==> src/logic/mem_ctrl_params.svh <==
// ------------------------------------------------
// memory controller geometry
// bank count, line size and address widths shared
// by the package and the RTL blocks
// ------------------------------------------------
`ifndef MEM_CTRL_PARAMS_SVH
`define MEM_CTRL_PARAMS_SVH

// sixteen banks, eight regions of two banks each
`define MC_NUM_BANKS 16

// one bank line is 32 bytes wide
`define MC_LINE_BYTES 32

// client byte address, region in the top three bits
`define MC_ADDR_W 19

// rows per bank, taken from address bits 15..6
`define MC_ROW_W 10

`endif

==> src/logic/mem_ctrl_pkg.sv <==
// ------------------------------------------------
// memory controller package
// shared payload types and the address mapping of
// a client byte address onto bank, row and offset
// ------------------------------------------------
`include "mem_ctrl_params.svh"

package mem_ctrl_pkg;

	typedef logic [`MC_ADDR_W-1:0]         addr_t;
	// access size in bytes, 1 to 32
	typedef logic [5:0]                    size_t;
	typedef logic [3:0]                    bank_t;
	typedef logic [`MC_ROW_W-1:0]          row_t;
	typedef logic [`MC_LINE_BYTES*8-1:0]   line_t;
	typedef logic [`MC_LINE_BYTES-1:0]     be_t;

	// the region (bits 18..16) followed by the bank parity bit (bit 5)
	function automatic bank_t bank_of(input addr_t a);
		return {a[18:16], a[5]};
	endfunction

	// row inside the bank sits between the parity bit and the region
	function automatic row_t row_of(input addr_t a);
		return a[15:6];
	endfunction

	// true when the access runs past the end of its line
	function automatic logic crosses_line(input addr_t a, input size_t s);
		logic [6:0] end_byte;
		end_byte = {2'b00, a[4:0]} + {1'b0, s};
		return end_byte > 7'(`MC_LINE_BYTES);
	endfunction

endpackage

==> src/logic/line_req_if.sv <==
// ------------------------------------------------
// line request interface
// carries one line request from a read or write
// path to the bank-port combiner
// ------------------------------------------------
`timescale 1ns/1ps

interface line_req_if;
	import mem_ctrl_pkg::*;

	// level, held with stable fields until gnt
	logic  req;
	bank_t bank;
	row_t  row;
	line_t wdata;
	be_t   be;
	// one-cycle pulse, req drops in the cycle after it
	logic  gnt;
	// valid in the cycle after gnt for a read line
	line_t rdata;

	// the requesting side, a read or write path
	modport path (
		output req, bank, row, wdata, be,
		input  gnt, rdata
	);

	// the combiner side that owns the bank ports
	modport mux (
		input  req, bank, row, wdata, be,
		output gnt, rdata
	);

endinterface

==> src/logic/write_path.sv <==
// ------------------------------------------------
// write path
// places client write data into line position,
// builds the byte enables of one or two lines and
// acknowledges after the last grant
// ------------------------------------------------
`timescale 1ns/1ps
`include "mem_ctrl_params.svh"

module write_path (
	input  logic                 clk,
	input  logic                 rst_n,
	input  logic                 wr_req,
	input  mem_ctrl_pkg::addr_t  wr_addr,
	input  mem_ctrl_pkg::size_t  wr_size,
	input  mem_ctrl_pkg::line_t  wr_data,
	output logic                 wr_ack,
	line_req_if.path             first,
	line_req_if.path             second
);
	import mem_ctrl_pkg::*;

	typedef enum logic [1:0] {IDLE, REQ, ACK} state_t;

	state_t state;
	addr_t  addr_q;
	addr_t  second_addr;
	size_t  size_q;
	line_t  data_q;
	logic   pend_first, pend_second;
	size_t  room, n_first, n_second;
	be_t    be_first, be_second;

	// ------------------------------------------------
	// byte split between the two lines
	// ------------------------------------------------
	always_comb begin
		room     = size_t'(`MC_LINE_BYTES) - {1'b0, addr_q[4:0]};
		n_first  = (size_q > room) ? room : size_q;
		// zero when the write fits in one line
		n_second = size_q - n_first;
		for (int k = 0; k < `MC_LINE_BYTES; k++) begin
			be_first[k]  = (k >= int'(addr_q[4:0])) && (k < int'(addr_q[4:0]) + int'(n_first));
			be_second[k] = k < int'(n_second);
		end
	end

	assign second_addr = addr_q + addr_t'(`MC_LINE_BYTES);

	assign first.req    = pend_first;
	assign first.bank   = bank_of(addr_q);
	assign first.row    = row_of(addr_q);
	assign first.wdata  = data_q << {addr_q[4:0], 3'b000};
	assign first.be     = be_first;

	// the bytes that did not fit start at byte 0 of the next line
	assign second.req   = pend_second;
	assign second.bank  = bank_of(second_addr);
	assign second.row   = row_of(second_addr);
	assign second.wdata = data_q >> {n_first, 3'b000};
	assign second.be    = be_second;

	// ------------------------------------------------
	// control FSM
	// ------------------------------------------------
	always_ff @(posedge clk or negedge rst_n) begin
		if (!rst_n) begin
			state       <= IDLE;
			pend_first  <= 1'b0;
			pend_second <= 1'b0;
			wr_ack      <= 1'b0;
		end else begin
			wr_ack <= 1'b0;
			case (state)
				IDLE: begin
					if (wr_req) begin
						state       <= REQ;
						pend_first  <= 1'b1;
						pend_second <= crosses_line(wr_addr, wr_size);
					end
				end
				REQ: begin
					if (first.gnt)
						pend_first <= 1'b0;
					if (second.gnt)
						pend_second <= 1'b0;
					// ack once nothing is left pending after this cycle's grants
					if (!(pend_first && !first.gnt) && !(pend_second && !second.gnt)) begin
						wr_ack <= 1'b1;
						state  <= ACK;
					end
				end
				ACK: state <= IDLE;
				default: state <= IDLE;
			endcase
		end
	end

	always_ff @(posedge clk) begin
		if (state == IDLE && wr_req) begin
			addr_q <= wr_addr;
			size_q <= wr_size;
			data_q <= wr_data;
		end
	end

	// the two lines together write exactly the bytes the client asked for
	a_be_count: assert property (
		@(posedge clk) disable iff (!rst_n)
		(state == REQ) |-> ($countones(be_first) + $countones(be_second) == int'(wr_size))
	);

endmodule

==> src/flat_wrapper.sv <==
// flat-port wrapper written by rule: the top's interface ports become plain ports
module write_path_flat import mem_ctrl_pkg::*;
  (clk, rst_n, wr_req, wr_addr, wr_size, wr_data, wr_ack, first_req, first_bank, first_row, first_wdata, first_be, first_gnt, first_rdata, second_req, second_bank, second_row, second_wdata, second_be, second_gnt, second_rdata);
  line_req_if first_i ();
  line_req_if second_i ();
  input  logic clk;
  input  logic rst_n;
  input  logic wr_req;
  input  mem_ctrl_pkg::addr_t wr_addr;
  input  mem_ctrl_pkg::size_t wr_size;
  input  mem_ctrl_pkg::line_t wr_data;
  output logic wr_ack;
  output wire logic [$bits(first_i.req)-1:0] first_req;
  output wire logic [$bits(first_i.bank)-1:0] first_bank;
  output wire logic [$bits(first_i.row)-1:0] first_row;
  output wire logic [$bits(first_i.wdata)-1:0] first_wdata;
  output wire logic [$bits(first_i.be)-1:0] first_be;
  input wire logic [$bits(first_i.gnt)-1:0] first_gnt;
  input wire logic [$bits(first_i.rdata)-1:0] first_rdata;
  output wire logic [$bits(second_i.req)-1:0] second_req;
  output wire logic [$bits(second_i.bank)-1:0] second_bank;
  output wire logic [$bits(second_i.row)-1:0] second_row;
  output wire logic [$bits(second_i.wdata)-1:0] second_wdata;
  output wire logic [$bits(second_i.be)-1:0] second_be;
  input wire logic [$bits(second_i.gnt)-1:0] second_gnt;
  input wire logic [$bits(second_i.rdata)-1:0] second_rdata;
  assign first_req = first_i.req;
  assign first_bank = first_i.bank;
  assign first_row = first_i.row;
  assign first_wdata = first_i.wdata;
  assign first_be = first_i.be;
  assign first_i.gnt = first_gnt;
  assign first_i.rdata = first_rdata;
  assign second_req = second_i.req;
  assign second_bank = second_i.bank;
  assign second_row = second_i.row;
  assign second_wdata = second_i.wdata;
  assign second_be = second_i.be;
  assign second_i.gnt = second_gnt;
  assign second_i.rdata = second_rdata;
  write_path u_core (.clk(clk), .rst_n(rst_n), .wr_req(wr_req), .wr_addr(wr_addr), .wr_size(wr_size), .wr_data(wr_data), .wr_ack(wr_ack), .first(first_i), .second(second_i));
endmodule
==> config.mk <==
export PLATFORM = sky130hd
export DESIGN_NAME = write_path_flat
export DESIGN_NICKNAME = d
export VERILOG_FILES = /design/src/logic/mem_ctrl_pkg.sv /design/src/logic/line_req_if.sv /design/src/logic/write_path.sv /design/src/flat_wrapper.sv
export VERILOG_INCLUDE_DIRS = /design/src /design/src/logic
export SDC_FILE = /design/constraint.sdc
export NUM_CORES = 2
export LEC_CHECK = 0
export BUFFER_PORTS_ARGS = -buffer_cell sky130_fd_sc_hd__buf_2
export CAP_MARGIN = 15
export CORE_AREA = 2 2 544 546
export DETAILED_ROUTE_END_ITERATION = 16
export DIE_AREA = 0 0 546 548
export GPL_TIMING_DRIVEN = 0
export PLACE_DENSITY = 0.3
export SLEW_MARGIN = 20
export SYNTH_ARGS = -nofsm -noshare
export SYNTH_HDL_FRONTEND = slang
export SYNTH_SLANG_ARGS = --single-unit
==> constraint.sdc <==
create_clock -name clk -period 31.4 [get_ports clk]
set_clock_uncertainty 0.1 [all_clocks]
set_input_delay 1.57 -clock clk [delete_from_list [all_inputs] [get_ports clk]]
set_output_delay 1.57 -clock clk [all_outputs]
set_load 0.005 [all_outputs]
Word-level counts from Yosys, hierarchy flattened
Cells that the tools add are included.
Widths: inputs -> output; s select.
{"block": "totals", "inputBits": 798, "ff_bits": 286, "word_cells": 172}
{"block": "op_classes", "eq_ne": 5, "n_reduce_logical": 44, "n_mux": 12, "n_addsub": 5, "n_shift": 2, "order_cmp": 97}
{"op": "$lt 6x32->1 const A", "n": 16}
{"op": "$lt 5x32->1 const A", "n": 8}
{"op": "$shl 256x8->256", "n": 1}
{"op": "$shr 256x9->256", "n": 1}
{"op": "$lt 4x32->1 const A", "n": 4}
{"op": "$lt 5x6->1 const A", "n": 16}
{"op": "$ge 5x5->1 const A", "n": 15}
{"op": "$lt 3x32->1 const A", "n": 2}
{"op": "$lt 4x6->1 const A", "n": 8}
{"op": "$ge 4x5->1 const A", "n": 8}
{"op": "$logic_and 1x1->1", "n": 35}
{"op": "$lt 1x32->1 const A", "n": 1}
{"op": "$lt 2x32->1 const A", "n": 1}
{"op": "$lt 3x6->1 const A", "n": 4}
{"op": "$ge 3x5->1 const A", "n": 4}
{"op": "$add 19x6->19 const B", "n": 1}
{"op": "$add 5x6->7", "n": 2}
{"op": "$lt 1x6->1 const A", "n": 2}
{"op": "$lt 2x6->1 const A", "n": 2}
{"op": "$ge 1x5->1 const A", "n": 2}
{"op": "$ge 2x5->1 const A", "n": 2}
{"op": "$gt 7x6->1 const B", "n": 1}
{"op": "$gt 6x6->1", "n": 1}
{"op": "$mux 1", "n": 6}
{"op": "other kinds (14)", "n": 22}

Depth between registers and ports, before layout
{"block": "depth", "ltp_word": 6, "depth_mapped": 33, "ltp_nobuf": 22}

Least setup slack after synthesis
Ideal clock, no wire load.
{"block": "synth_timing", "path_kind": "input port to flip-flop", "startpoint": "in wr_req", "endpoint": "reg u_core.pend_second, in the netlist u_core.second.req", "setup_slack_ps": 7236, "cell_stages": 2, "arrival_time_ps": 23107, "required_ps": 30344, "path_cell_list": "nor3b_1 -> o21ai_0"}
{"block": "synth_via", "elab_chain_cells": 2}
{"item": "from (decl)", "line": "flat_wrapper.sv:8", "text": "input logic wr_req;"}
{"item": "$ne 2x2->1 (no source line)"}
{"item": "$reduce_and 3->1 (no source line)"}
{"item": "to (signal assigned)", "line": "write_path.sv:79", "text": "pend_second <= crosses_line(wr_addr, wr_size);"}
{"item": "to (decl)", "line": "write_path.sv:30", "text": "logic pend_first, pend_second;"}
No other way between the ends.
A chain may end at the register's enable or synchronous reset.

Worst setup path after layout
{"block": "layout_timing", "startpoint": "reg u_core.addr_q[1]", "endpoint": "out first_be[13]"}
{"block": "layout_via", "elab_chain_cells": 6, "word_cells_on_any_way": 7, "classes_between": "add/sub (2); order compare (3); mux (1); reduce/logical (1)"}
{"item": "from (decl)", "line": "write_path.sv:26", "text": "addr_t addr_q;"}
{"item": "from (signal assigned)", "line": "write_path.sv:101", "text": "addr_q <= wr_addr;"}
{"item": "$sub 6x5->6", "line": "write_path.sv:38", "text": "room = size_t'(`MC_LINE_BYTES) - {1'b0, addr_q[4:0]};"}
{"item": "$gt 6x6->1", "line": "write_path.sv:39", "text": "n_first = (size_q > room) ? room : size_q;"}
{"item": "$mux 6", "line": "write_path.sv:39"}
{"item": "$add 5x6->7", "line": "write_path.sv:43", "text": "be_first[k] = (k >= int'(addr_q[4:0])) && (k < int'(addr_q[4:0]) + int'(n_first));"}
{"item": "$lt 5x32->1", "line": "write_path.sv:43"}
{"item": "$logic_and 1x1->1 (*)", "line": "write_path.sv:43"}
{"item": "to (decl)", "line": "flat_wrapper.sv:17", "text": "output wire logic [$bits(first_i.be)-1:0] first_be;"}
Mark *: on every way between the ends. The rest lies on a longest branch, timed or not.

==> qor.yml <==
drc_errors: 0
cts-root-buf: "clkbuf_16"
post_cts_buffers: 0
drt-total-wl_um: 526000
yosysWarnings: 0
synth_top_area_cell: "edfxtp_1"
viasPerCell: 5.70
drt-pass1-iter-count: 8
r2r_start: "u_core.state[0]"
critPathMaxFanout: 12
core_area_um2: 293000
cp-end-kind: "output port"
vias: 58600
gp_congestion: 1.06
detail-route-antenna-nets: 0
crit_type: "flop to output port"
place_area_um2: 51000
htreeDepth: 2
gr-total-overflow: 0
yosys-top-cells-count: "973 x nand2_1, 538 x nor2_1, 446 x mux2i_1"
nFillCells: 33700
initial_utilization: 0.135
finalSetupViolCount: 0
slowest_stage: "clkbuf_1"
cpMostUsedCell: "clkbuf_1"
die_w_um: 546
post-place-ws_ps: 17330
cts_resized: 0
status: "complete, but fails checks"
layout_setup_ws_ps: 16200
io_pins: 1405
required_ps: 29730
synth-edff-count: 281
async_flop_share: 0.0175
regToRegEndpoint: "u_core.data_q[130]"
synth_top_area_frac: 0.213
track_usage: 0.335
worstHoldPathType: "flop to flop"
dp_hpwl_um: 444000
routedWlPerCell_um: 51.2
violations: "max-capacitance violations, max-slew violations"
power_density_nw_per_um2: 170
rr_worst_depth: 11
tightest_slew_ps: 1560
cts_buffer_depth: 3
syn-num-nets: 6079
holdCritStartpoint: "u_core.state[1]"
clk_pin_slew_ps: 60
antenna_found_initial: 126
ys.flop_type: "edfxtp_1"
numCtsBuffers: 41
power_mw: 8.93
hold_end: "u_core.state[0]"
drive_gt1_frac: 0.251
grt_max_degree: 13
finalCriticalPeriod_ps: 15200
insertion_delay_ps: 650
fin_area_um2: 52500
yosysMostFrequentCell: "nand2_1"
clkSinkCount: 286
yosys_register_bits: 286
final_nets: 7137
cts.hold.buffers_added: 0
worst_ep_arrival_time_ps: 13530
cp_slowest_stage_delay_ps: 870
slew_headroom: -0.0495
seq_area_frac_synth: 0.216
ir_worst_vdd_mv: 0.0574
syn_avg_cell_area_um2: 7.56
max_freq_mhz: 65.8
die_area_um2: 299000
r2r_setup_slack_ps: 27810
rows: 199
drv_slew: 2
hold_depth: 1
leakage_nw: 20.1
synth_area_leaders: "edfxtp_1 21%, mux2i_1 11%, nand2_1 9.2%"
grt_pass1_vias: 54800
rsz0062_at_grt: "no"
finalHoldViolations: 0
syn-cell-area_um2: 39700
grt_pass1_wl_um: 651000
cap_violations: 1
first_iter_violations: 9727
start_kind: "flop"
synthCells: 5250
finalCritPeriodShare: 0.484
place.port_buffers: 892
yosys.cell_types.count: 104
die_height_um: 548
tritoncts: "built"
area_growth_pct: 32.2
-- worst max-delay path by stage --
stage / startpoint / to / slack [ps] / cells past startpoint
after global routing: u_core.addr_q[1] / first_be[12] / 16170 / 33
final: u_core.addr_q[1] / first_be[13] / 16200 / 33
after global placement: wr_req / u_core.second.req / -8320 / 3
after detailed placement: u_core.addr_q[1] / first_be[13] / 17330 / 33
after floorplan: wr_req / u_core.second.req / 7240 / 2
after CTS: u_core.addr_q[1] / first_be[13] / 16570 / 33
-- cells by family (layout without fill, tap and decap cells) --
kind of cell    after synthesis  after routing  share of synthesized area
simple gates               1878           1878                      0.199
xor+xnor                     28             28                    0.00618
other cells                   0             33                          0
fa+ha+maj                    31             31                     0.0103
compound gates             1768           1768                      0.321
buf+inv                     634           1721                     0.0665
mux                         625            625                      0.181
flops                       286            286                      0.216
-- cell type report --
class / instances / area (um2) / share of cell area
clock buffer: 51 / 1080 / 0.0207
antenna: 33 / 82.6 / 0.00157
clock inverter: 21 / 213 / 0.00405
buffer: 591 / 2500 / 0.0477
multi-input combinational: 4330 / 29200 / 0.556
tap: 3919 / 4900 / 0.0935
inverter: 43 / 164 / 0.00312
timing repair buffer: 1015 / 5750 / 0.110
sequential: 286 / 8560 / 0.163
-- cell usage in the layout (no fill, tap or decap), types with 37 or more instances in the layout --
cell type and instances:
mux4_2 63, buf_2 1003, a221o_1 56, buf_1 63, clkbuf_1 374, a211oi_1 145, o21ai_0 308, nand2_1 973
mux2i_1 416, nor3_1 48, a21oi_1 304, buf_6 37, edfxtp_1 281, a22oi_1 69, clkbuf_16 42, a311o_1 44
mux2_2 115, buf_4 98, o2111ai_1 38, nor2_1 534, o22ai_1 81, nand3_1 79, a221oi_1 124, a2111oi_0 99
nor2b_1 68, and2_1 56, o211ai_1 65
-- worst max-delay path: cells and delay by family (launching register included) --
| family | cells | cell delay, ps |
|---|---|---|
| buf+inv | 17 | 7240 |
| compound gates | 6 | 2610 |
| fa+ha+maj | 4 | 1540 |
| simple gates | 6 | 880 |
| flops | 1 | 500 |
-- state kept, by name, indices dropped and copies added, names as in the netlist --
signal	count
u_core.wr_ack	1
u_core.data_q	256
u_core.second.req	1
u_core.state	2
u_core.first.req	1
u_core.addr_q	19
u_core.size_q	6
-- per-stage QoR --
stage	std cells	hold slack (ps)	TNS [ps]	utilization
after detailed placement	10200	420	0	0.174
after CTS	10300	437	0	0.179
after global placement	10100	384	-1777750	0.167
after global routing	10300	462	0	0.179
after floorplan	5250	369	0	-
final	10300	431	0	0.179
-- layer usage --
layer	up-vias	global-route usage	wire length, um	part of all wire
met4	54	0.219	41000	0.078
met2	5230	0.481	212000	0.40
met3	1227	0.0904	52900	0.10
met5	-	0.000158	350	0.00066
li1	22200	-	-	-
met1	29900	0.438	220000	0.42
-- where the power goes --
group          internal [mW]  leakage (nW)  switching, mW  total (mW)
Combinational           1.84          16.8           5.69        7.53
Clock                  0.264         0.622          0.211       0.475
Sequential             0.533          2.70          0.386       0.920
Total                   2.64          20.1           6.29        8.93
Power figures use the tool's default switching activity.
