**src/logic/mem_ctrl_params.svh**
```systemverilog
// ------------------------------------------------
// memory controller geometry
// bank count, line size and address widths shared
// by the package and the RTL blocks
// ------------------------------------------------
`ifndef MEM_CTRL_PARAMS_SVH
`define MEM_CTRL_PARAMS_SVH

// sixteen banks, eight regions of two banks each
`define MC_NUM_BANKS 16

// one bank line is 32 bytes wide
`define MC_LINE_BYTES 32

// client byte address, region in the top three bits
`define MC_ADDR_W 19

// rows per bank, taken from address bits 15..6
`define MC_ROW_W 10

`endif

```
**src/logic/mem_ctrl_pkg.sv**
```systemverilog
// ------------------------------------------------
// memory controller package
// shared payload types and the address mapping of
// a client byte address onto bank, row and offset
// ------------------------------------------------
`include "mem_ctrl_params.svh"

package mem_ctrl_pkg;

	typedef logic [`MC_ADDR_W-1:0]         addr_t;
	// access size in bytes, 1 to 32
	typedef logic [5:0]                    size_t;
	typedef logic [3:0]                    bank_t;
	typedef logic [`MC_ROW_W-1:0]          row_t;
	typedef logic [`MC_LINE_BYTES*8-1:0]   line_t;
	typedef logic [`MC_LINE_BYTES-1:0]     be_t;

	// the region (bits 18..16) followed by the bank parity bit (bit 5)
	function automatic bank_t bank_of(input addr_t a);
		return {a[18:16], a[5]};
	endfunction

	// row inside the bank sits between the parity bit and the region
	function automatic row_t row_of(input addr_t a);
		return a[15:6];
	endfunction

	// true when the access runs past the end of its line
	function automatic logic crosses_line(input addr_t a, input size_t s);
		logic [6:0] end_byte;
		end_byte = {2'b00, a[4:0]} + {1'b0, s};
		return end_byte > 7'(`MC_LINE_BYTES);
	endfunction

endpackage

```
**src/logic/line_req_if.sv**
```systemverilog
// ------------------------------------------------
// line request interface
// carries one line request from a read or write
// path to the bank-port combiner
// ------------------------------------------------
`timescale 1ns/1ps

interface line_req_if;
	import mem_ctrl_pkg::*;

	// level, held with stable fields until gnt
	logic  req;
	bank_t bank;
	row_t  row;
	line_t wdata;
	be_t   be;
	// one-cycle pulse, req drops in the cycle after it
	logic  gnt;
	// valid in the cycle after gnt for a read line
	line_t rdata;

	// the requesting side, a read or write path
	modport path (
		output req, bank, row, wdata, be,
		input  gnt, rdata
	);

	// the combiner side that owns the bank ports
	modport mux (
		input  req, bank, row, wdata, be,
		output gnt, rdata
	);

endinterface

```
**src/logic/read_path.sv**
```systemverilog
// ------------------------------------------------
// read path
// splits a client read into one or two line
// requests, collects both lines and returns the
// requested bytes realigned to byte 0
// ------------------------------------------------
`timescale 1ns/1ps
`include "mem_ctrl_params.svh"

module read_path (
	input  logic                 clk,
	input  logic                 rst_n,
	input  logic                 rd_req,
	input  mem_ctrl_pkg::addr_t  rd_addr,
	input  mem_ctrl_pkg::size_t  rd_size,
	output logic                 rd_valid,
	output mem_ctrl_pkg::line_t  rd_data,
	line_req_if.path             first,
	line_req_if.path             second
);
	import mem_ctrl_pkg::*;

	typedef enum logic [1:0] {IDLE, REQ, RESP} state_t;

	state_t state;
	addr_t  addr_q;
	addr_t  second_addr;
	size_t  size_q;
	logic   pend_first, pend_second;
	logic   gnt_d_first, gnt_d_second;
	logic   lines_done;
	line_t  buf_first, buf_second;
	logic [2*`MC_LINE_BYTES*8-1:0] pair;
	line_t  aligned;

	// ------------------------------------------------
	// line requests
	// ------------------------------------------------
	// the second line is simply the next 32 bytes, wrapping past the top
	assign second_addr = addr_q + addr_t'(`MC_LINE_BYTES);

	assign first.req    = pend_first;
	assign first.bank   = bank_of(addr_q);
	assign first.row    = row_of(addr_q);
	assign first.wdata  = '0;
	assign first.be     = '0;

	assign second.req   = pend_second;
	assign second.bank  = bank_of(second_addr);
	assign second.row   = row_of(second_addr);
	assign second.wdata = '0;
	assign second.be    = '0;

	// all issued lines granted and their data already in the buffer
	assign lines_done = !pend_first && !pend_second && !gnt_d_first && !gnt_d_second;

	// ------------------------------------------------
	// control FSM
	// ------------------------------------------------
	always_ff @(posedge clk or negedge rst_n) begin
		if (!rst_n) begin
			state        <= IDLE;
			pend_first   <= 1'b0;
			pend_second  <= 1'b0;
			gnt_d_first  <= 1'b0;
			gnt_d_second <= 1'b0;
			rd_valid     <= 1'b0;
		end else begin
			// rdata follows gnt by one cycle, so remember which line was granted
			gnt_d_first  <= first.gnt;
			gnt_d_second <= second.gnt;
			rd_valid     <= 1'b0;
			case (state)
				IDLE: begin
					if (rd_req) begin
						state       <= REQ;
						pend_first  <= 1'b1;
						pend_second <= crosses_line(rd_addr, rd_size);
					end
				end
				REQ: begin
					if (first.gnt)
						pend_first <= 1'b0;
					if (second.gnt)
						pend_second <= 1'b0;
					if (lines_done) begin
						rd_valid <= 1'b1;
						state    <= RESP;
					end
				end
				// pulse cycle, the client still holds its old request here
				RESP: state <= IDLE;
				default: state <= IDLE;
			endcase
		end
	end

	// request fields and line data, loaded on acceptance and on each capture
	always_ff @(posedge clk) begin
		if (state == IDLE && rd_req) begin
			addr_q <= rd_addr;
			size_q <= rd_size;
		end
		if (gnt_d_first)
			buf_first <= first.rdata;
		if (gnt_d_second)
			buf_second <= second.rdata;
	end

	// ------------------------------------------------
	// realignment
	// ------------------------------------------------
	// the two lines form one 64-byte window, shifted down by the offset;
	// bytes past the size are cleared, which also hides a stale second line
	always_comb begin
		pair    = {buf_second, buf_first} >> {addr_q[4:0], 3'b000};
		aligned = pair[`MC_LINE_BYTES*8-1:0];
		for (int k = 0; k < `MC_LINE_BYTES; k++) begin
			if (k >= int'(size_q))
				aligned[k*8 +: 8] = 8'h00;
		end
	end

	always_ff @(posedge clk) begin
		if (state == REQ && lines_done)
			rd_data <= aligned;
	end

	// no response while a line request is still waiting at the combiner
	a_valid_after_grants: assert property (
		@(posedge clk) disable iff (!rst_n)
		rd_valid |-> !(first.req || second.req)
	);

endmodule

```
**src/flat_wrapper.sv**
```systemverilog
// flat-port wrapper written by rule: the top's interface ports become plain ports
module read_path_flat import mem_ctrl_pkg::*;
  (clk, rst_n, rd_req, rd_addr, rd_size, rd_valid, rd_data, first_req, first_bank, first_row, first_wdata, first_be, first_gnt, first_rdata, second_req, second_bank, second_row, second_wdata, second_be, second_gnt, second_rdata);
  line_req_if first_i ();
  line_req_if second_i ();
  input  logic clk;
  input  logic rst_n;
  input  logic rd_req;
  input  mem_ctrl_pkg::addr_t rd_addr;
  input  mem_ctrl_pkg::size_t rd_size;
  output logic rd_valid;
  output mem_ctrl_pkg::line_t rd_data;
  output wire logic [$bits(first_i.req)-1:0] first_req;
  output wire logic [$bits(first_i.bank)-1:0] first_bank;
  output wire logic [$bits(first_i.row)-1:0] first_row;
  output wire logic [$bits(first_i.wdata)-1:0] first_wdata;
  output wire logic [$bits(first_i.be)-1:0] first_be;
  input wire logic [$bits(first_i.gnt)-1:0] first_gnt;
  input wire logic [$bits(first_i.rdata)-1:0] first_rdata;
  output wire logic [$bits(second_i.req)-1:0] second_req;
  output wire logic [$bits(second_i.bank)-1:0] second_bank;
  output wire logic [$bits(second_i.row)-1:0] second_row;
  output wire logic [$bits(second_i.wdata)-1:0] second_wdata;
  output wire logic [$bits(second_i.be)-1:0] second_be;
  input wire logic [$bits(second_i.gnt)-1:0] second_gnt;
  input wire logic [$bits(second_i.rdata)-1:0] second_rdata;
  assign first_req = first_i.req;
  assign first_bank = first_i.bank;
  assign first_row = first_i.row;
  assign first_wdata = first_i.wdata;
  assign first_be = first_i.be;
  assign first_i.gnt = first_gnt;
  assign first_i.rdata = first_rdata;
  assign second_req = second_i.req;
  assign second_bank = second_i.bank;
  assign second_row = second_i.row;
  assign second_wdata = second_i.wdata;
  assign second_be = second_i.be;
  assign second_i.gnt = second_gnt;
  assign second_i.rdata = second_rdata;
  read_path u_core (.clk(clk), .rst_n(rst_n), .rd_req(rd_req), .rd_addr(rd_addr), .rd_size(rd_size), .rd_valid(rd_valid), .rd_data(rd_data), .first(first_i), .second(second_i));
endmodule
```
**config.mk**
```make
export PLATFORM = sky130hd
export DESIGN_NAME = read_path_flat
export DESIGN_NICKNAME = d
export VERILOG_FILES = /design/src/logic/mem_ctrl_pkg.sv /design/src/logic/line_req_if.sv /design/src/logic/read_path.sv /design/src/flat_wrapper.sv
export VERILOG_INCLUDE_DIRS = /design/src /design/src/logic
export SDC_FILE = /design/constraint.sdc
export NUM_CORES = 2
export LEC_CHECK = 0
export BUFFER_PORTS_ARGS = -buffer_cell sky130_fd_sc_hd__buf_4
export CORE_AREA = 4 4 539 541
export CTS_CLUSTER_DIAMETER = 30
export DETAILED_ROUTE_END_ITERATION = 8
export DIE_AREA = 0 0 543 545
export PLACE_DENSITY = 0.46
export SETUP_SLACK_MARGIN = 0.5
export SKIP_LAST_GASP = 1
export SLEW_MARGIN = 20
export SYNTH_ARGS = -nofsm -noshare
export SYNTH_HDL_FRONTEND = slang
export SYNTH_SLANG_ARGS = --single-unit
```
**constraint.sdc**
```tcl
create_clock -name clk -period 33.1 [get_ports clk]
set_clock_uncertainty 0.1 [all_clocks]
set_input_delay 8.275 -clock clk [delete_from_list [all_inputs] [get_ports clk]]
set_output_delay 8.275 -clock clk [all_outputs]
set_load 0.01 [all_outputs]
```
* After elaboration in Yosys (flattened, before gate mapping) *
Cells that the tools add are included.

word-level totals
  register bits = 800
  input bits = 542
  output and inout bits = 863
  word-level logic and storage cells = 108

cells by class
  $add $sub $neg = 2
  $lt $le $gt $ge = 33
  eq/ne operators = 5
  shifts and indexed selects = 1
  mux-type cells = 11
  reductions and logical operators = 14

operator list
  cell                                                                                 count
  512-bit by 8-bit right shift with 256-bit output                                     1
  5-bit by 6-bit greater-or-equal comparator with 1-bit output (first input constant)  16
  4-bit by 6-bit greater-or-equal comparator with 1-bit output (first input constant)  8
  3-bit by 6-bit greater-or-equal comparator with 1-bit output (first input constant)  4
  19-bit by 6-bit adder with 19-bit output (second input constant)                     1
  1-bit by 6-bit greater-or-equal comparator with 1-bit output (first input constant)  2
  2-bit by 6-bit greater-or-equal comparator with 1-bit output (first input constant)  2
  5-bit by 6-bit adder with 7-bit output                                               1
  7-bit by 6-bit greater-than comparator with 1-bit output (second input constant)     1
  1-bit 2-to-1 mux                                                                     6
  2-bit != test (second input constant)                                                3
  3-bit AND reduction                                                                  2
  1-bit logical AND                                                                    5
  1-bit logical NOT                                                                    4
  2-bit 2-to-1 mux                                                                     2
  1-bit case mux with 2 select lines                                                   2
  2-bit case mux with 2 select lines                                                   1
  2-bit by 1-bit equality test with 1-bit output (second input constant)               1
  2-bit logical NOT                                                                    1
  2-bit by 1-bit != test with 1-bit output (second input constant)                     1
  2-bit AND reduction                                                                  1
  2-bit nonzero test                                                                   1

* Depth between registers and ports, before layout *
  depth in word-level cells = 6
  mapped depth = 11
  depth with buffers taken out = 9

* Least setup slack after synthesis *
Ideal clock, no wire load.

  path kind = reg-to-reg
  start point = register u_core.gnt_d_first
  end point = register u_core.rd_valid
  library setup time = 1995 ps
  arrival time = 23400 ps
  data required time = 31005 ps
  slack = 7605 ps
  cell stages (with the launch flop) = 3
  buffers on the path = 0
  clock period less this slack = 25495 ps
  path through = dfrtp_1 or4_1 nor3b_1

between the ends
  longest elaborated chain between the ends = 5

ends and longest elaborated chain
  element                         line             RTL
  start: declaration              read_path.sv:30  logic gnt_d_first, gnt_d_second;
  start signal: assignment        read_path.sv:70  gnt_d_first <= first.gnt;
  1-bit logical NOT               read_path.sv:55  assign lines_done = !pend_first && !pend_second && !gnt_d_first && !gnt_d_second;
  1-bit logical AND (2 in a row)  read_path.sv:55
  1-bit 2-to-1 mux                read_path.sv:86  if (lines_done) begin
  1-bit 2-to-1 mux                read_path.sv:73  case (state)
  end signal: assignment          read_path.sv:67  rd_valid <= 1'b0;
  end signal: assignment          read_path.sv:72  rd_valid <= 1'b0;
  end signal: assignment          read_path.sv:87  rd_valid <= 1'b1;
  end: declaration                read_path.sv:16  output logic rd_valid,

Every way passes these cells.
A chain may end at the register's enable or synchronous reset.

* Worst setup path in the final report *
  start point = register u_core.addr_q[5]
  end point = output second_row[9]

between the ends
  longest elaborated chain between the ends = 1

ends and longest elaborated chain
  element                                   line                RTL
  start: declaration                        read_path.sv:26     addr_t addr_q;
  start signal: assignment                  read_path.sv:101    addr_q <= rd_addr;
  19-bit by 6-bit adder with 19-bit output  read_path.sv:40     assign second_addr = addr_q + addr_t'(`MC_LINE_BYTES);
  end: declaration                          flat_wrapper.sv:22  output wire logic [$bits(second_i.row)-1:0] second_row;

Every way passes these cells.

==> summary.json <==
{
  "hold_ws": {"value": 0.472, "unit": "ns"},
  "netlist_instances": {"value": 4633},
  "detail_route.drc_violations": {"value": 0},
  "slew_violations": {"value": 0},
  "tightestPinTransition": {"value": 1.40, "unit": "ns"},
  "holdCritPathClass": {"value": "flip-flop to flip-flop"},
  "postSynthAreaPerCell": {"value": 11.9, "unit": "um^2"},
  "finish.net_count": {"value": 5973},
  "slowest_delay": {"value": 0.46, "unit": "ns"},
  "final_design_area_no_fill": {"value": 0.0709, "unit": "mm^2"},
  "timing.critical_path.to": {"value": "second_row[9]"},
  "number_of_cells_upsized_or_downsized_after_cts": {"value": 0},
  "critPathArrivalTime": {"value": 2.46, "unit": "ns"},
  "fmax": {"value": 92.3, "unit": "MHz"},
  "clock_tree.htree_level_count": {"value": 4},
  "setup_viol": {"value": 0},
  "post-route-min-period": {"value": 10.84, "unit": "ns"},
  "post_synth_instance_area": {"value": 0.0553, "unit": "mm^2"},
  "clk_transition_reported_paths": {"value": 0.04, "unit": "ns"},
  "startpoint": {"value": "u_core.addr_q[5]$_DFFE_PP_"},
  "globalRouteOverflowTotal": {"value": 0},
  "clockBufferDepth": {"value": 4},
  "post-route-period-util": {"value": 0.327},
  "placedInstanceArea": {"value": 0.0630, "unit": "mm^2"},
  "worst_r2r_path_depth": {"value": 8},
  "io_pins": {"value": 1405},
  "final_critical_path_setup_slack": {"value": 22.26, "unit": "ns"},
  "grt_first_pass_wirelength": {"value": 460000, "unit": "um"},
  "startpoint_type": {"value": "flip-flop"},
  "core-area": {"value": 0.285, "unit": "mm^2"},
  "critical_path.endpoint_type": {"value": "output port"},
  "floorplan.initialDensity": {"value": 0.194},
  "critical_path_peak_fanout": {"value": 6},
  "worstSkewPairLatency": {"value": 0.91, "unit": "ns"},
  "drt_first_iter_violations": {"value": 5966},
  "drv.max_cap_violation_count": {"value": 0},
  "die_h": {"value": 545, "unit": "um"},
  "timing.rr.start": {"value": "u_core.addr_q[0]$_DFFE_PP_"},
  "finalWirelength": {"value": 368000, "unit": "um"},
  "post_synthesis_async_set_or_reset_flop_share": {"value": 0.00884},
  "critPathMostFrequentCell": {"value": "nand3_1"},
  "cts_tree": {"value": "built"},
  "cellLeakagePower": {"value": 27.5, "unit": "nW"},
  "synth_enable_flop_cells": {"value": 785},
  "postSynthRegisterBits": {"value": 792},
  "path_class": {"value": "flip-flop to output port"},
  "synth_sequential_area_ratio": {"value": 0.430},
  "global_route.usage.total": {"value": 0.237},
  "post-route-util": {"value": 0.249},
  "postCtsSetupBuffers": {"value": 0},
  "synth.distinct_cells": {"value": 56},
  "antenna_found_initial": {"value": 125},
  "post-dp-hpwl": {"value": 303000, "unit": "um"},
  "clock_sinks": {"value": 792},
  "via_per_inst": {"value": 4.94},
  "crit_path_cell_trace": {"value": "ha_1 -> nand3_1 -> nor2_1 -> nand3_1 -> xnor2_1 -> buf_4"},
  "vias": {"value": 46500},
  "grt_pass1_vias": {"value": 43900},
  "die-width": {"value": 543, "unit": "um"},
  "die_area": {"value": 0.296, "unit": "mm^2"},
  "ant_nets": {"value": 0},
  "pre_cts_slack": {"value": 22.84, "unit": "ns"},
  "finalSetupTns": {"value": 0, "unit": "ns"},
  "timing.final.hold_violations": {"value": 0},
  "cts_root_buffer": {"value": "clkbuf_16"},
  "status": {"value": "finished, final reports clean"},
  "cts.hold.buffers_added": {"value": 0},
  "layout_common_cells": {"value": "buf_4 (905), edfxtp_1 (785), nand2_1 (682), conb_1 (576), mux2i_1 (470)"},
  "cp_slowest_cell": {"value": "edfxtp_1"},
  "drt_first_pass_iters": {"value": 7},
  "rrSetupSlack": {"value": 26.94, "unit": "ns"},
  "cts-buffers-inserted": {"value": 219},
  "power-per-cell-area": {"value": 75.0, "unit": "mW/mm^2"},
  "rsz0062_at_grt": {"value": "no"},
  "yosysWarningCount": {"value": 0},
  "routedWlPerCell": {"value": 39.1, "unit": "um"},
  "placement.io_buffers": {"value": 820},
  "worstPathRequired": {"value": 24.73, "unit": "ns"},
  "share_of_cells_above_drive_strength_1": {"value": 0.332},
  "vdd_ir_drop_max": {"value": 0.0454, "unit": "mV"},
  "areaGrowthSynthToFinish": {"value": 28.2, "unit": "%"},
  "worst_r2r_endpoint": {"value": "u_core.rd_data[210]$_SDFFCE_PP0P_"},
  "max_slew_margin": {"value": 0.0417},
  "final_common_cell": {"value": "buf_4"},
  "nFillCells": {"value": 30200},
  "synth_ff_type": {"value": "edfxtp_1"},
  "gpl.final_weighted_congestion": {"value": 1.01},
  "std_cell_rows": {"value": 196},
  "grt_max_degree": {"value": 166}
}
[worst min-delay path by stage]
stage | startpoint | end | cells after the start
after floorplan | u_core.state[1]$_DFFE_PN0P_ | u_core.state[0]$_DFFE_PN0P_ | 1
final | u_core.state[1]$_DFFE_PN0P_ | u_core.state[0]$_DFFE_PN0P_ | 1
after global placement | u_core.state[1]$_DFFE_PN0P_ | u_core.state[0]$_DFFE_PN0P_ | 1
after detailed placement | u_core.state[1]$_DFFE_PN0P_ | u_core.state[0]$_DFFE_PN0P_ | 1
after CTS | u_core.state[1]$_DFFE_PN0P_ | u_core.state[0]$_DFFE_PN0P_ | 1
after global routing | u_core.state[1]$_DFFE_PN0P_ | u_core.state[0]$_DFFE_PN0P_ | 1
[metal layers]
layer  vias up  wire, um  global-route usage
met4        72     23200               0.128
met5         -       470                   0
met2      3428    165000               0.371
li1      18400         -                   -
met3       666     33600              0.0628
met1     23900    146000               0.299
[stage by stage]
stage | std cells | total power [W]
global route | 9378 | 0.00545
CTS | 9373 | 0.00531
detailed placement | 8963 | 0.00308
global placement | 8963 | 0.00309
floorplan | 5208 | 0.00223
finish | 9410 | 0.00532
[cells in the mapped netlist (all sizes together) (6+ instances only)]
| cell | n | area [um^2] |
|---|---|---|
| buf | 834 | 5910 |
| edfxtp | 785 | 23600 |
| nand2 | 682 | 2560 |
| mux2i | 470 | 4700 |
| mux4 | 423 | 9530 |
| a21oi | 245 | 1230 |
| nor2 | 214 | 803 |
| o21ai | 162 | 811 |
| o22ai | 154 | 963 |
| mux2 | 114 | 1280 |
| clkbuf | 88 | 330 |
| a221o | 66 | 661 |
| nand3 | 62 | 310 |
| a31oi | 40 | 250 |
| o211ai | 37 | 278 |
| a22o | 19 | 166 |
| nand2b | 18 | 113 |
| a211o | 16 | 140 |
| a211oi | 16 | 120 |
| a22oi | 16 | 120 |
| and3 | 15 | 93.8 |
| inv | 15 | 56.3 |
| a311o | 14 | 140 |
| and2 | 14 | 87.6 |
| xnor2 | 12 | 105 |
| nor2b | 10 | 62.6 |
| o221ai | 8 | 70.1 |
| o32ai | 8 | 70.1 |
| a21boi | 7 | 52.6 |
| dfrtp | 7 | 175 |
| or2 | 7 | 43.8 |
| ha | 6 | 75.1 |
| o21a | 6 | 45.0 |
| o2bb2ai | 6 | 52.6 |
[final cells by class]
type	instances	area (um^2)	area share
multi-input combinational	3479	27500	0.388
sequential	792	23800	0.335
timing repair buffer	917	7030	0.0991
clock buffer	229	5520	0.0778
tap	3762	4710	0.0664
clock inverter	181	2210	0.0311
antenna	35	87.6	0.00124
inverter	15	78.8	0.00111
[critical path, delay by kind of cell, from the launching register on]
kind	cells	cell delay, ns
AND/OR/NAND/NOR	3	0.51
adder cells (fa/ha/maj)	1	0.29
flip-flops	1	0.46
buffers and inverters	1	0.15
XOR/XNOR	1	0.15
[report_power, final]
part	switching [W]	internal, W	leakage [nW]
Sequential	0.000135	0.00125	7.61
Combinational	0.00121	0.000531	16.2
Clock	0.000731	0.00147	3.69
Total	0.00207	0.00324	27.5
[sequential cells by signal, indices dropped and copies added (netlist names)]
name                 flops
u_core.buf_first       256
u_core.first.req         1
u_core.rd_valid          1
u_core.second.req        1
u_core.state             2
u_core.addr_q           19
u_core.size_q            6
u_core.gnt_d_second      1
u_core.gnt_d_first       1
u_core.buf_second      248
u_core.rd_data         256
[kinds of logic (layout without fill, tap and decap cells)]
logic type                 Yosys count  in the layout  synth area share
xor gates and xnor gates            15             15           0.00238
and+or+nand+nor                   1038           1038            0.0755
buffers and inverters              937           1342             0.114
adders and majority gates            7              7           0.00172
DFF                                792            792             0.430
AOI/OAI and AO/OA                  836            836            0.0960
other                                1            611         0.0000678
muxes                             1007           1007             0.281
No activity file was read; power rests on OpenSTA's default activity.
